==> src/hw/fir_pkg.sv <==
package fir_pkg;

    // widths
    localparam int DATA_W           = 32;
    localparam int ADDR_W           = 12;
    localparam int NUM_TAPS_DEFAULT = 11;

    typedef logic signed [DATA_W-1:0] sample_t;   // stream sample or result
    typedef logic signed [DATA_W-1:0] coef_t;
    typedef logic [ADDR_W-1:0]        reg_addr_t;
    typedef logic [31:0]              count_t;    // samples per run

    // register map
    localparam reg_addr_t ADDR_AP_CTRL   = 12'h000;
    localparam reg_addr_t ADDR_DATA_LEN  = 12'h010;
    localparam reg_addr_t ADDR_COEF_BASE = 12'h020;   // coefficient k at base + 4*k

    // control word bits
    localparam int AP_START_BIT = 0;
    localparam int AP_DONE_BIT  = 1;
    localparam int AP_IDLE_BIT  = 2;

    typedef enum logic [1:0] {
        IDLE,     // waiting for ap_start
        RUN,      // taking input samples
        DRAIN     // last sample in, waiting for the last output
    } run_state_t;

endpackage

==> src/hw/fir_tap_if.sv <==
`timescale 1ns/1ps

interface fir_tap_if import fir_pkg::*; ();

    logic    shift;         // sample accepted this cycle
    logic    clear;         // run start, zero the history
    sample_t sample_in;     // new sample for tap 0, previous tap's sample otherwise
    sample_t sample_q;
    logic    coef_we;
    coef_t   coef_wdata;
    coef_t   coef_q;
    sample_t product;
    logic    hold;          // output stalled

    modport ctrl (
        output shift,
        output clear,
        output sample_in,
        output coef_we,
        output coef_wdata,
        input  coef_q
    );

    modport tap (
        input  shift,
        input  clear,
        input  sample_in,
        input  coef_we,
        input  coef_wdata,
        input  hold,
        output sample_q,
        output coef_q,
        output product
    );

    modport accum (
        input  shift,
        input  product,
        output hold
    );

endinterface

==> src/hw/fir_tap.sv <==
`timescale 1ns/1ps

module fir_tap import fir_pkg::*; (
    input logic    axis_clk,
    input logic    axis_rst_n,
    fir_tap_if.tap bus
);

    sample_t prod_next;
    logic    load;

    // product of the incoming sample, which becomes sample_q on this edge
    assign prod_next = bus.coef_q * bus.sample_in;
    assign load      = bus.shift && !bus.hold;

    always_ff @(posedge axis_clk) begin
        if (bus.coef_we) begin
            bus.coef_q <= bus.coef_wdata;
        end
    end

    // delay line stage
    always_ff @(posedge axis_clk or negedge axis_rst_n) begin
        if (!axis_rst_n) begin
            bus.sample_q <= '0;
        end else if (bus.clear) begin
            bus.sample_q <= '0;     // history before a run counts as zero
        end else if (load) begin
            bus.sample_q <= bus.sample_in;
        end
    end

    always_ff @(posedge axis_clk) begin
        if (load) begin
            bus.product <= prod_next;   // low DATA_W bits
        end
    end

    // clear comes from the start edge, shift from the input stream
    a_clear_not_shift: assert property (
        @(posedge axis_clk) disable iff (!axis_rst_n)
        !(bus.clear && bus.shift)
    ) else $error("tap clear and shift in the same cycle");

endmodule

==> src/flat_wrapper.sv <==
// flat-port wrapper written by rule: the top's interface ports become plain ports
module fir_tap_flat import fir_pkg::*;
  (axis_clk, axis_rst_n, bus_shift, bus_clear, bus_sample_in, bus_coef_we, bus_coef_wdata, bus_hold, bus_sample_q, bus_coef_q, bus_product);
  fir_tap_if bus_i ();
  input logic axis_clk;
  input logic axis_rst_n;
  input wire logic [$bits(bus_i.shift)-1:0] bus_shift;
  input wire logic [$bits(bus_i.clear)-1:0] bus_clear;
  input wire logic [$bits(bus_i.sample_in)-1:0] bus_sample_in;
  input wire logic [$bits(bus_i.coef_we)-1:0] bus_coef_we;
  input wire logic [$bits(bus_i.coef_wdata)-1:0] bus_coef_wdata;
  input wire logic [$bits(bus_i.hold)-1:0] bus_hold;
  output wire logic [$bits(bus_i.sample_q)-1:0] bus_sample_q;
  output wire logic [$bits(bus_i.coef_q)-1:0] bus_coef_q;
  output wire logic [$bits(bus_i.product)-1:0] bus_product;
  assign bus_i.shift = bus_shift;
  assign bus_i.clear = bus_clear;
  assign bus_i.sample_in = bus_sample_in;
  assign bus_i.coef_we = bus_coef_we;
  assign bus_i.coef_wdata = bus_coef_wdata;
  assign bus_i.hold = bus_hold;
  assign bus_sample_q = bus_i.sample_q;
  assign bus_coef_q = bus_i.coef_q;
  assign bus_product = bus_i.product;
  fir_tap u_core (.axis_clk(axis_clk), .axis_rst_n(axis_rst_n), .bus(bus_i));
endmodule
==> config.mk <==
export PLATFORM = sky130hd
export DESIGN_NAME = fir_tap_flat
export DESIGN_NICKNAME = d
export VERILOG_FILES = /design/src/hw/fir_pkg.sv /design/src/hw/fir_tap_if.sv /design/src/hw/fir_tap.sv /design/src/flat_wrapper.sv
export SDC_FILE = /design/constraint.sdc
export NUM_CORES = 1
export LEC_CHECK = 0
export BUFFER_PORTS_ARGS = -buffer_cell sky130_fd_sc_hd__buf_2
export CELL_PAD_IN_SITES_DETAIL_PLACEMENT = 1
export CELL_PAD_IN_SITES_GLOBAL_PLACEMENT = 2
export CORE_MARGIN = 5
export CORE_UTILIZATION = 40
export CTS_CLUSTER_DIAMETER = 30
export CTS_CLUSTER_SIZE = 14
export DETAILED_ROUTE_END_ITERATION = 16
export HOLD_SLACK_MARGIN = 0.15
export MAX_ROUTING_LAYER = met4
export PLACE_DENSITY_LB_ADDON = 0.1
export SETUP_SLACK_MARGIN = 0.5
export SYNTH_ARGS = -nofsm -noshare
export SYNTH_HDL_FRONTEND = slang
export SYNTH_SLANG_ARGS = --single-unit
==> constraint.sdc <==
create_clock -name axis_clk -period 12.69 [get_ports axis_clk]
set_clock_uncertainty 0.2 [all_clocks]
set_input_delay 2.538 -clock axis_clk [delete_from_list [all_inputs] [get_ports axis_clk]]
set_output_delay 2.538 -clock axis_clk [all_outputs]
set_load 0.02 [all_outputs]
==> qor.csv <==
stage;metric;value;unit
outcome;status;finished, final reports clean;
floorplan;initial_core_util;0.402;
sta;fmax;106;MHz
sta;rsz0062_at_grt;false;
worst_setup_path;timing.rr.start;u_core.bus.coef_q[16];
synthesis;synth_nets;2670;
placed_design;io_buffers;165;
sta;slew_headroom;0.366;
route;vias_per_cell;4.89;
synthesis;synthesis.area;19600;um2
sta;fin_crit_sh;0.744;
synthesis;synth_cells;2042;
sta;hold_violations;0;
synthesis;yosysSeqAreaShare;0.139;
synthesis;synth_warnings;0;
sta;finalWorstSetupSlack;3250;ps
worst_setup_path;critPathMaxFanout;30;
finish;area_growth;8.67;%
clock_network;cts_max_level;3;
route;wl_per_cell;21.2;um
sta;min_period;9440;ps
route;postRouteAntennaNets;0;
grt;grt_max_degree;60;
clock_network;clk_path_buf_depth;2;
worst_setup_path;critPathRequiredTime;12700;ps
grt;gr-usage-met3;0.0344;
worst_setup_path;critical_path_class;input port to flop;
worst_hold_path;hp-start;u_core.bus.sample_q[10];
synthesis;synth_async_sr_flop_share;0.333;
sta;tightest_slew;951;ps
clock_network;cts-root-buf;clkbuf_16;
worst_setup_path;critPathLaunchType;input port;
synthesis;synth_cell_types;47;
clock_network;cts_hold_buf;0;
clock_network;cts_tree;yes;
synthesis;synth.avg_cell_area;9.60;um2
finish;utilization;0.437;
floorplan;die_w;231;um
grt;gr-usage-met2;0.401;
grt;grt.total_usage;0.239;
job;max_cap_violations;0;
grt;antenna_found_initial;5;
route;vias;13720;
sta;setup_viol;0;
floorplan;dieHeight;231;um
grt;gr-total-overflow;0;
placed_design;place_ws;2730;ps
placed_design;gp_routability_congestion;0.872;
clock_network;cts_sinks;96;
grt;grt_pass1_vias;16262;
floorplan;io_pins;166;
worst_setup_path;worstSetupEndpointType;flop;
floorplan;rows;81;
grt;grt_pass1_wl;94400;um
placed_design;place_hpwl;46000;um
floorplan;design.die.area;53500;um2
route;first_pass_iters;5;
grt;gr-usage-met1;0.307;
route;post-route-drc-count;0;
synthesis;synth_edf_count;64;
floorplan;core_area;48700;um2
route;routed_wirelength;59400;um
sta;setup_tns;0;ps
finish;layoutNonFillerInstCount;2805;
worst_setup_path;critPathArrivalTime;9440;ps
clock_network;cts_setup_buffers;0;
placed_design;placed_cells;2788;
clock_network;cts-resized-gates;0;
synthesis;synth_flop_cell;edfxtp_1;
clock_network;insertion_delay;410;ps
worst_setup_path;startpoint;bus_sample_in[3];
clock_network;cts.clk_slew.worst_paths;80;ps
finish;drive_gt1_frac;0.0972;
route;drtIter0Drc;507;
synthesis;synth-seq-cells;96;
sta;drv_slew;0;
clock_network;cts_inserted_buffers;9;
worst_hold_path;hp-class;flop to flop;
grt;grt_busiest_layer;met2;
finish;final_nets;2763;
==> flip-flops by register name (all words and copies together), names as in the netlist <==
register and cells:
u_core.bus.coef_q 32, u_core.bus.product 32, u_core.bus.sample_q 32
==> layout make-up <==
class	instances	area (um2)
fillers	5602	27500
multi-input cells	1398	14800
flip-flops and latches	96	2720
inverters	446	1670
repair buffers	184	968
well taps	664	831
clock buffers	9	225
clock inverters	7	71.3
diodes	1	2.50
==> cell families after synthesis <==
logic type	synth area share
fa+ha+maj	0.513
compound gates	0.0347
buf+inv	0.106
flops	0.139
xor+xnor	0.0371
simple gates	0.171
==> through the flow <==
step | hold WS (ps) | area [um2]
floorplan | 407 | 19600
global placement | 307 | 21000
detailed placement | 313 | 21000
CTS | 328 | 21300
global route | 354 | 21300
finish | 323 | 21300
==> final timing paths <==
path	endpoint	slack, ps	cells after the start
worst max-delay path	u_core.bus.product[27]	3250	21
worst min-delay path	u_core.bus.sample_q[10]	320	2
worst max register to register	u_core.bus.product[27]	4980	20
worst min register to register	u_core.bus.sample_q[10]	320	2
max in group asynchronous	u_core.bus.sample_q[12]	9760	1
min in group asynchronous	u_core.bus.sample_q[5]	2010	1
==> layout by cell type (no fill, tap or decap), types with 3 or more instances in the layout <==
cell       count
buf_2        165
nand2b_1       3
nand3_1        5
and2_1       334
o21bai_1       3
dfrtp_1       32
inv_8          3
ha_1         150
nand2_1      272
o21ai_1        6
fa_1         408
o21a_1         4
xor2_1        20
buf_4         19
inv_1        445
o311ai_1       3
a21oi_1       50
clkbuf_16      9
a21o_1         8
o21ai_0        6
a31oi_1        3
nand4_1        4
xnor2_1       63
nor3_1         6
nor2_1        22
edfxtp_1      64
==> synth_stat cells, types with 2 or more instances <==
master / number / share of area
inv_1: 446 / 0.085
fa_1: 408 / 0.42
and2_1: 334 / 0.11
nand2_1: 272 / 0.052
ha_1: 150 / 0.096
clkbuf_1: 98 / 0.019
edfxtp_1: 64 / 0.098
xnor2_1: 63 / 0.028
a21oi_1: 50 / 0.013
dfrtp_1: 32 / 0.041
nor2_1: 22 / 0.0042
xor2_1: 20 / 0.0089
a21o_1: 8 / 0.0031
nor3_1: 6 / 0.0015
o21ai_0: 6 / 0.0015
o21ai_1: 6 / 0.0015
nand3_1: 5 / 0.0013
nand4_1: 4 / 0.0013
o21a_1: 4 / 0.0015
a31oi_1: 3 / 0.00096
nand2b_1: 3 / 0.00096
o21bai_1: 3 / 0.0011
o311ai_1: 3 / 0.0013
a211o_1: 2 / 0.00089
a211oi_1: 2 / 0.00077
a211oi_2: 2 / 0.0013
a311oi_1: 2 / 0.00089
and3_1: 2 / 0.00064
buf_6: 2 / 0.0011
nand3b_1: 2 / 0.00077
o31ai_1: 2 / 0.00077
==> layer usage <==
metal / part of all wire / routed length, um / vias up
met5: 0 / 0 / -
li1: - / - / 6172
met4: 0.024 / 1410 / 0
met1: 0.45 / 26500 / 7233
met3: 0.039 / 2340 / 58
met2: 0.49 / 29100 / 257
==> critical path, cell delays in order <==
cell and delay [ps]:
buf_2 420, and2_1 240, fa_1 440, fa_1 500, inv_1 50, fa_1 490, fa_1 570, inv_1 60
fa_1 500, inv_1 60, fa_1 520, inv_1 50, fa_1 490, fa_1 420, ha_1 400, a2111oi_4 400
a31oi_1 180, a211oi_2 380, o21ai_1 190, a2111o_1 440, o311ai_1 90
Power is left out: the tool's default activity adds up to more than one toggle a clock period on the data nets, which glitch-free logic cannot reach.
